File: config.mk
export PLATFORM = sky130hd
export DESIGN_NAME = npc_core
export DESIGN_NICKNAME = d
export VERILOG_FILES = /design/src/design/npc_isa_pkg.sv /design/src/design/npc_ctrl_pkg.sv /design/src/design/npc_core.sv /design/src/design/npc_exu.sv /design/src/design/npc_idu.sv /design/src/design/npc_ifu.sv /design/src/design/npc_regfile.sv
export SDC_FILE = /design/constraint.sdc
export NUM_CORES = 2
export LEC_CHECK = 0
export BUFFER_PORTS_ARGS = -buffer_cell sky130_fd_sc_hd__buf_2
export CORE_MARGIN = 10
export CORE_UTILIZATION = 45
export CTS_BUF_LIST = sky130_fd_sc_hd__clkbuf_16
export CTS_CLUSTER_DIAMETER = 100
export DETAILED_ROUTE_END_ITERATION = 12
export SETUP_SLACK_MARGIN = 0.1
export SLEW_MARGIN = 40
export SYNTH_ARGS = -nofsm -noshare
export SYNTH_HDL_FRONTEND = slang
export SYNTH_SLANG_ARGS = --single-unit
File: constraint.sdc
create_clock -name clk -period 8.1 [get_ports clk]
set_input_delay 0.405 -clock clk [delete_from_list [all_inputs] [get_ports clk]]
set_output_delay 0.405 -clock clk [all_outputs]
set_load 0.01 [all_outputs]
File: src/design/npc_isa_pkg.sv
`default_nettype none

package npc_isa_pkg;

    // --------------------
    // Basic widths
    // --------------------
    typedef logic [31:0] word_t;       // Data or address word
    typedef logic [31:0] inst_t;       // Raw instruction word
    typedef logic [4:0]  reg_idx_t;    // Architectural register index
    typedef logic [6:0]  opcode_t;     // inst[6:0]
    typedef logic [2:0]  funct3_t;     // inst[14:12]
    typedef logic [6:0]  funct7_t;     // inst[31:25]

    // --------------------
    // Encodings
    // --------------------
    localparam opcode_t OPC_OP_IMM = 7'b0010011;  // addi and friends
    localparam opcode_t OPC_OP     = 7'b0110011;  // Register-register ALU
    localparam opcode_t OPC_LUI    = 7'b0110111;
    localparam opcode_t OPC_JALR   = 7'b1100111;
    localparam opcode_t OPC_SYSTEM = 7'b1110011;  // ecall, ebreak, CSRs

    localparam funct3_t F3_ADD  = 3'b000;  // Shared by addi and add
    localparam funct3_t F3_JALR = 3'b000;
    localparam funct7_t F7_ADD  = 7'b0000000;  // sub would be 0100000

    // Whole ebreak word, nothing else in SYSTEM is supported
    localparam inst_t INST_EBREAK = 32'h0010_0073;

    // --------------------
    // Core constants
    // --------------------
    localparam word_t RESET_PC   = 32'h8000_0000;  // First fetch address
    localparam int    NUM_REGS   = 32;             // x0 .. x31
    localparam word_t INST_BYTES = 32'd4;          // Sequential PC step

endpackage

`default_nettype wire

File: src/design/npc_ctrl_pkg.sv
`default_nettype none

package npc_ctrl_pkg;

    import npc_isa_pkg::*;

    // --------------------
    // Decode
    // --------------------
    // One code per supported instruction
    typedef enum logic [2:0] {
        KIND_NONE   = 3'd0,  // Unknown encoding, executes as a no-op
        KIND_ADDI   = 3'd1,
        KIND_JALR   = 3'd2,
        KIND_EBREAK = 3'd3,
        KIND_ADD    = 3'd4,
        KIND_LUI    = 3'd5
    } inst_kind_e;

    // Everything the execute stage needs from the instruction word
    typedef struct packed {
        inst_kind_e kind;
        reg_idx_t   rd;
        reg_idx_t   rs1;
        reg_idx_t   rs2;
        word_t      imm;   // Already sign extended or shifted
    } dec_s;

    // --------------------
    // Writeback and state
    // --------------------
    typedef struct packed {
        logic     valid;   // Write this cycle
        reg_idx_t rd;
        word_t    data;
    } wb_s;

    typedef enum logic {
        CORE_RUN  = 1'b0,
        CORE_HALT = 1'b1   // Entered on ebreak, left only by reset
    } core_state_e;

endpackage

`default_nettype wire

File: src/design/npc_core.sv
`timescale 1ns/1ps
`default_nettype none

module npc_core
    import npc_isa_pkg::*;
    import npc_ctrl_pkg::*;
(
    input  logic  clk,
    input  logic  arst_n,
    input  inst_t inst,         // From instruction memory, same cycle
    output word_t inst_addr,
    output wb_s   wb,           // Writeback report, also the RF write
    output logic  halted
);

    word_t       pc;
    core_state_e state;
    core_state_e exu_state;     // Execute sees HALT while in reset
    dec_s        dec;
    word_t       rdata1;
    word_t       rdata2;
    logic        jump;
    word_t       jump_target;
    logic        halt_req;

    // --------------------
    // Fetch
    // --------------------
    npc_ifu u_ifu (
        .clk         (clk),
        .arst_n      (arst_n),
        .jump        (jump),
        .jump_target (jump_target),
        .halt_req    (halt_req),
        .pc          (pc),
        .state       (state)
    );

    assign inst_addr = pc;

    // --------------------
    // Decode and operands
    // --------------------
    npc_idu u_idu (
        .inst (inst),
        .dec  (dec)
    );

    npc_regfile u_regfile (
        .clk    (clk),
        .arst_n (arst_n),
        .rs1    (dec.rs1),
        .rs2    (dec.rs2),
        .wr     (wb),           // Written at the end of the cycle
        .rdata1 (rdata1),
        .rdata2 (rdata2)
    );

    // --------------------
    // Execute
    // --------------------
    // No writeback, jump or halt request while arst_n is low
    assign exu_state = arst_n ? state : CORE_HALT;

    npc_exu u_exu (
        .dec         (dec),
        .pc          (pc),
        .rdata1      (rdata1),
        .rdata2      (rdata2),
        .state       (exu_state),
        .wb          (wb),
        .jump        (jump),
        .jump_target (jump_target),
        .halt_req    (halt_req)
    );

    assign halted = (state == CORE_HALT);   // Rises one edge after ebreak

endmodule

`default_nettype wire

File: src/design/npc_exu.sv
`timescale 1ns/1ps
`default_nettype none

module npc_exu
    import npc_isa_pkg::*;
    import npc_ctrl_pkg::*;
(
    input  dec_s        dec,
    input  word_t       pc,
    input  word_t       rdata1,
    input  word_t       rdata2,
    input  core_state_e state,
    output wb_s         wb,
    output logic        jump,
    output word_t       jump_target,
    output logic        halt_req
);

    word_t sum_imm;     // rs1 + imm, addi and jalr
    word_t sum_reg;     // rs1 + rs2
    word_t link;        // Return address
    logic  run;

    assign run     = (state == CORE_RUN);
    assign sum_imm = rdata1 + dec.imm;
    assign sum_reg = rdata1 + rdata2;
    assign link    = pc + INST_BYTES;

    // --------------------
    // Per-kind result
    // --------------------
    always_comb begin
        wb          = '0;
        jump        = 1'b0;
        jump_target = '0;
        halt_req    = 1'b0;
        if (run) begin                // Nothing leaves while halted
            case (dec.kind)
                KIND_ADDI: begin
                    wb = '{valid: 1'b1, rd: dec.rd, data: sum_imm};
                end
                KIND_ADD: begin
                    wb = '{valid: 1'b1, rd: dec.rd, data: sum_reg};
                end
                KIND_LUI: begin
                    wb = '{valid: 1'b1, rd: dec.rd, data: dec.imm};
                end
                KIND_JALR: begin
                    wb          = '{valid: 1'b1, rd: dec.rd, data: link};
                    jump        = 1'b1;
                    jump_target = {sum_imm[31:1], 1'b0};  // LSB forced low
                end
                KIND_EBREAK: begin
                    halt_req = 1'b1;  // No register write
                end
                default: begin
                    // Unknown word, plain PC+4
                end
            endcase
        end
    end

endmodule

`default_nettype wire

File: src/design/npc_idu.sv
`timescale 1ns/1ps
`default_nettype none

module npc_idu
    import npc_isa_pkg::*;
    import npc_ctrl_pkg::*;
(
    input  inst_t inst,
    output dec_s  dec
);

    opcode_t    opcode;
    funct3_t    funct3;
    funct7_t    funct7;
    word_t      imm_i;      // I-type, sign extended
    word_t      imm_u;      // U-type, upper 20 bits
    word_t      imm;
    inst_kind_e kind;

    // --------------------
    // Field extraction
    // --------------------
    assign opcode = inst[6:0];
    assign funct3 = inst[14:12];
    assign funct7 = inst[31:25];

    assign imm_i = {{20{inst[31]}}, inst[31:20]};
    assign imm_u = {inst[31:12], 12'b0};

    // --------------------
    // Instruction match
    // --------------------
    always_comb begin
        kind = KIND_NONE;     // Anything unmatched is a no-op
        case (opcode)
            OPC_OP_IMM: begin
                if (funct3 == F3_ADD) begin
                    kind = KIND_ADDI;
                end
            end
            OPC_JALR: begin
                if (funct3 == F3_JALR) begin
                    kind = KIND_JALR;
                end
            end
            OPC_OP: begin
                // sub and the rest share this opcode
                if (funct3 == F3_ADD && funct7 == F7_ADD) begin
                    kind = KIND_ADD;
                end
            end
            OPC_LUI: begin
                kind = KIND_LUI;
            end
            OPC_SYSTEM: begin
                if (inst == INST_EBREAK) begin
                    kind = KIND_EBREAK;   // Exact word only
                end
            end
            default: begin
                kind = KIND_NONE;
            end
        endcase
    end

    // Immediate format follows the kind
    always_comb begin
        case (kind)
            KIND_ADDI,
            KIND_JALR: imm = imm_i;
            KIND_LUI:  imm = imm_u;
            default:   imm = '0;      // R-type and no-ops
        endcase
    end

    // --------------------
    // Output bundle
    // --------------------
    assign dec.kind = kind;
    assign dec.rd   = inst[11:7];
    assign dec.rs1  = inst[19:15];
    assign dec.rs2  = inst[24:20];
    assign dec.imm  = imm;

endmodule

`default_nettype wire

File: src/design/npc_ifu.sv
`timescale 1ns/1ps
`default_nettype none

module npc_ifu
    import npc_isa_pkg::*;
    import npc_ctrl_pkg::*;
(
    input  logic        clk,
    input  logic        arst_n,
    input  logic        jump,         // Take jump_target this cycle
    input  word_t       jump_target,
    input  logic        halt_req,     // ebreak in execute
    output word_t       pc,
    output core_state_e state
);

    core_state_e state_q;
    core_state_e state_d;
    word_t       pc_q;
    word_t       pc_d;
    word_t       pc_seq;             // Fall-through address

    assign pc_seq = pc_q + INST_BYTES;

    // --------------------
    // Next PC and state
    // --------------------
    always_comb begin
        state_d = state_q;
        pc_d    = pc_q;
        case (state_q)
            CORE_RUN: begin
                if (halt_req) begin
                    state_d = CORE_HALT;      // PC stays on the ebreak
                end else if (jump) begin
                    pc_d = jump_target;       // jalr
                end else begin
                    pc_d = pc_seq;
                end
            end
            CORE_HALT: begin
                // Sticky until reset
                state_d = CORE_HALT;
            end
            default: begin
                state_d = CORE_RUN;
            end
        endcase
    end

    // --------------------
    // Registers
    // --------------------
    always_ff @(posedge clk or negedge arst_n) begin
        if (!arst_n) begin
            state_q <= CORE_RUN;
            pc_q    <= RESET_PC;
        end else begin
            state_q <= state_d;
            pc_q    <= pc_d;
        end
    end

    assign pc    = pc_q;      // Also the fetch address
    assign state = state_q;

endmodule

`default_nettype wire

File: src/design/npc_regfile.sv
`timescale 1ns/1ps
`default_nettype none

module npc_regfile
    import npc_isa_pkg::*;
    import npc_ctrl_pkg::*;
(
    input  logic     clk,
    input  logic     arst_n,
    input  reg_idx_t rs1,
    input  reg_idx_t rs2,
    input  wb_s      wr,       // Write port straight from execute
    output word_t    rdata1,
    output word_t    rdata2
);

    // x0 has no storage
    word_t regs [1:NUM_REGS-1];

    // --------------------
    // Write port
    // --------------------
    always_ff @(posedge clk or negedge arst_n) begin
        if (!arst_n) begin
            for (int i = 1; i < NUM_REGS; i++) begin
                regs[i] <= '0;
            end
        end else if (wr.valid && (wr.rd != '0)) begin
            regs[wr.rd] <= wr.data;   // Writes to x0 dropped
        end
    end

    // --------------------
    // Read ports
    // --------------------
    // Combinational, no bypass needed in a single-cycle core
    assign rdata1 = (rs1 == '0) ? '0 : regs[rs1];
    assign rdata2 = (rs2 == '0) ? '0 : regs[rs2];

endmodule

`default_nettype wire

======== After elaboration in Yosys (flattened, before gate mapping) ========
Cells that the tools add are included.
operators by class
  reduce and logical (&&, ||, !) cells .... 10
  $add $sub $neg .......................... 3
  equality and inequality tests ........... 11
  muxes and demuxes ....................... 29
  magnitude comparators ................... 4
  bitwise operators ....................... 5
operator list
  cell                   number
  $bwmux 992             1
  $bmux 32 s5            2
  $mux 32                10
  $demux 32 s5           1
  $pmux 38 s4            1
  $add 32x32->32         2
  $pmux 32 s2            1
  $mux 38                1
  $add 32x3->32 const B  1
  $eq 32x21->1 const B   1
  $ge 6x6->1 const B     3
  $not 5->6              3
  $pmux 3 s5             1
  $eq 7x6->1 const B     2
  $eq 7x7->1 const B     2
  $logic_not 5->1        2
  $eq 7x5->1 const B     1
  $logic_not 7->1        1
  $mux 1                 7
  $eq 3x2->1 const B     2
  $eq 3x3->1 const B     2
  $lt 6x1->1 const B     1
  $reduce_bool 5->1      1
  $mux 2                 2
  other kinds (8)        11
storage, ports and cells
  input bits .............................. 34
  logic and storage cells ................. 95
  output and inout bits ................... 71
  flip-flop bits (word level) ............. 1,025

======== Longest topological paths before layout ========
  word-level depth ........................ 16
  depth in mapped cells ................... 32
  depth with buffers taken out ............ 21

======== By module ========
From an unflattened synthesis, not the netlist that was laid out.
second synthesis, totals
  cell total of the unflattened synthesis .. 4,733
  area, all modules ....................... 61,330.1 um^2
modules (own cells, without submodules)
  module       area an instance (um^2)  cells an instance  instances
  npc_regfile  53,491.3                 3,612              1
  npc_exu      5,067.4                  763                1
  npc_ifu      2,089.5                  252                1
  npc_idu      675.6                    105                1
  npc_core     6.3                      1                  1

======== Worst setup path before layout ========
No wires, ideal clock.
  path kind ............................... input -> output
  start point ............................. in inst[15]
  end point ............................... out wb[31] (netlist bit)
  data required time ...................... 7.695 ns
  path slack .............................. 0.149 ns
  stages on the path ...................... 29
  path buffers ............................ 11
  arrival ................................. 7.546 ns
  path through ............................ buf_6 buf_12 buf_12 buf_6 buf_4 clkbuf_8 buf_2 clkbuf_1 clkbuf_1 buf_1 mux4_2 mux4_2 nor2_1 nor2_1 ha_1 a21oi_1 nand2_1 nand2_1 a21oi_1 o21ai_1 a221o_1 a311o_1 a31o_4 o41ai_4 a22oi_2 mux2_4 a211oi_4 buf_6 nor2_2
RTL lines
  element      RTL line        RTL
  from (decl)  npc_core.sv:10  input inst_t inst,
  to (decl)    npc_core.sv:12  output wb_s wb,

==> impl_metrics.yaml <==
setup_path:
  slowest_delay_ps: 650
  worst-path-max-fanout: 4
  worst-setup-path-type: "flip-flop to output port"
  path_delay_family: "compound AO/OA/AOI/OAI gates"
  crit_path_top_delay_cell: "nor3_4"
  startpoint_type: "flip-flop"
  path_cells: "mux4_2 -> mux4_2 -> nor2_1 -> nor2_1 -> ha_1 -> inv_1 -> fa_1 -> nor2b_1 -> o21ai_0 -> a21boi_0 -> o211ai_1 -> a21oi_1 -> o32ai_1 -> o21ai_0 -> a211o_1 -> a21oi_1 -> xor2_1 -> o21ai_0 -> nor3_4 -> nor2_1 -> buf_2"
  path_buf_inv: 2
  end_kind: "output port"
  cp.required_ps: 7700
  worstPathArrival_ps: 7220
timing:
  setup_violations: 0
  slew_headroom_pct: 36.2
  worst_pin_slew_ps: 955
  timing.final.crit_share_pct: 94.2
  tns_ps: 0
  slew_viol_final: 0
  fin_crit_ps: 7630
  hold_violations: 0
  fmax_mhz: 131
  rsz0062_at_grt: "false"
  fin_skew_ps: 48.5
clock_tree:
  clk_latency_ps: 770
  post-cts-setup-buffers: 0
  clk_path_buf_depth: 3
  cts_root_buf: "clkbuf_16"
  cts_tree: "yes"
  cts_max_level: 3
  clk_pin_slew_ps: 60
  cts_buffers: 109
  clock-sinks: 1024
logic_synthesis:
  ys_top_cells_by_count: "dfrtp_1, nand2_1, o21ai_0"
  synth_warnings: 0
  async_reset_ff_share_pct: 100
  synth_largest_area_cell: "dfrtp_1"
  synth-seq-cells: 1024
  synth.distinct_cells: 116
  synth_edf_count: 0
  syn_nets: 5688
  synthTopCellsByArea: "dfrtp_1, mux4_2, o21ai_0, nand2_1, nor2_1"
  synth_seq_area_share_pct: 43.1
  synth_top_area_share_pct: 43.0
  syn_avg_cell_area_um2: 10.6
  synthMostInstantiatedCell: "dfrtp_1"
  netlist_instances: 5605
  ys.flop_type: "dfrtp_1"
  synth_area_um2: 59500
layout:
  drive_gt1_share_pct: 22.6
  fillerInstances: 12042
  final_cells: 7372
  nNetsFinal: 5607
  area_growth_syn_to_layout_pct: 9.73
pwr:
  power.leakage_nw: 27.7
  seq_power_share_pct: 47.3
  p_int_mw: 8.11
  ir_drop_uv: 160
  p_switching_mw: 2.95
  share_comb_of_total_power_pct: 8.9
  swShare_pct: 26.7
  p_per_area_nw_per_um2: 170
  clockPowerShare_pct: 43.8
flow_run:
  maxCapViolCount: 0
detailed_routing:
  vias_per_cell: 6.55
  wl_per_cell_um: 30.2
  wl_mm: 223
  antenna_left: 0
  vias: 48266
  drc_errors: 0
  drtIter0Drc: 6588
  dr.pass1.iters: 6
floorplan:
  initial_core_util_pct: 45.3
  fp-row-count: 133
  dieArea_um2: 147000
  pin_count: 105
  die_x_um: 384
  core_area_um2: 131000
  die_h_um: 384
placement:
  dp_hpwl_mm: 146
  port_buffers: 103
  routabilityCongestion: 0.977
  dp_cells: 7167
worst_hold_path:
  hold_class: "primary input to flip-flop"
global_route:
  track_usage_pct: 29.7
  grt_pass1_vias: 46441
  antenna_found_initial: 11
  grt_pass1_wl_mm: 326
  overflow: 0
  grt_max_degree: 131
status:
  status: "finished, final reports clean"
-- registers in the layout (all words and copies together) (netlist names) --
| name | flops |
|---|---|
| u_regfile.regs | 992 |
| u_ifu.state | 1 |
| u_ifu.pc | 31 |
-- cells in the final DEF (no fill, tap or decap), drive strengths merged, types with 40 or more instances in the layout --
| cell type | count |
|---|---|
| o21ai | 830 |
| a22o | 55 |
| buf | 304 |
| dfrtp | 1023 |
| ha | 47 |
| mux2 | 101 |
| clkbuf | 109 |
| xor2 | 40 |
| clkinv | 50 |
| nand3 | 60 |
| a21oi | 383 |
| nor2 | 445 |
| mux4 | 510 |
| nand2 | 910 |
| xnor2 | 61 |
| inv | 89 |
| mux2i | 86 |
-- worst register-to-register path, cell delays in order (launching register included) --
cell,delay (ps)
dfrtp_1,390
mux4_2,480
mux4_2,500
nor2_1,310
nor2_1,220
ha_1,280
inv_1,90
fa_1,210
nor2b_1,70
o21ai_0,510
a21boi_0,300
o211ai_1,360
a21oi_1,170
o32ai_1,550
o21ai_0,320
a211o_1,320
a21oi_1,170
xor2_1,150
o21ai_0,140
nor3_4,650
buf_12,290
o21ai_0,130
-- metrics by stage --
stage	hold WS (ps)	setup WS, ps	power, mW	util [%]	area, µm²
2_1_floorplan	109	149	5.87	-	59500
5_1_grt	181	411	11.4	49.7	65300
3_3_place_gp	404	678	6.28	46.9	61600
4_1_cts	108	727	11.1	49.6	65200
3_5_place_dp	416	819	6.29	47.1	61900
6_report	160	472	11.1	49.7	65300
-- final timing paths --
check / from / endpoint / slack (ps) / depth (start not counted)
max reg2reg: u_regfile.regs[128] / u_regfile.regs[284] / 1330 / 21
min reg2reg: u_regfile.regs[549] / u_regfile.regs[549] / 500 / 2
min in group asynchronous: arst_n / u_regfile.regs[633] / 210 / 2
max in group asynchronous: arst_n / u_regfile.regs[223] / 5650 / 5
min: inst[10] / u_regfile.regs[609] / 160 / 4
max: u_regfile.regs[128] / wb[28] / 470 / 21
-- layer usage --
layer / global-route usage, % / vias up / part of all wire, %
met2: 44.3 / 2764 / 44
met1: 41.0 / 24627 / 40
li1: - / 20293 / -
met3: 7.23 / 570 / 11
met5: 0 / - / 0.032
met4: 13.3 / 12 / 5.1
-- area by class of cell --
class	instances	area, µm²	area share (%)
multi-input combinational	4024	31600	48.3
sequential	1024	25600	39.3
clock buffer	109	2730	4.18
timing repair buffer	305	2320	3.55
tap	1755	2200	3.36
clock inverter	91	628	0.962
inverter	60	225	0.345
antenna	4	10.0	0.0153
-- repair_timing --
| item | in CTS | in global routing |
|---|---|---|
| hold endpoints to repair | 53 | 0 |
| setup endpoints to repair | 0 | 0 |
| gates resized for setup | 0 | 0 |
| hold buffers | 1 | 0 |
-- logic make-up after synthesis --
kind of cell | after synthesis | synth area share (%)
compound gates | 1528 | 15.2
mux | 697 | 22.7
xor+xnor | 101 | 1.50
flops | 1024 | 43.1
other cells | 1 | 0.00630
fa+ha+maj | 56 | 1.18
simple gates | 1641 | 11.6
buf+inv | 557 | 4.73
-- power groups by stage --
stage,clock network (mW),registers (mW),logic (mW)
6_report,4.85,5.23,0.987
3_3_place_gp,0,5.32,0.963
2_1_floorplan,0,5.32,0.551
3_5_place_dp,0,5.32,0.974
5_1_grt,5.09,5.23,1.05
4_1_cts,4.90,5.23,0.977
(Power assumes the default switching activity.)
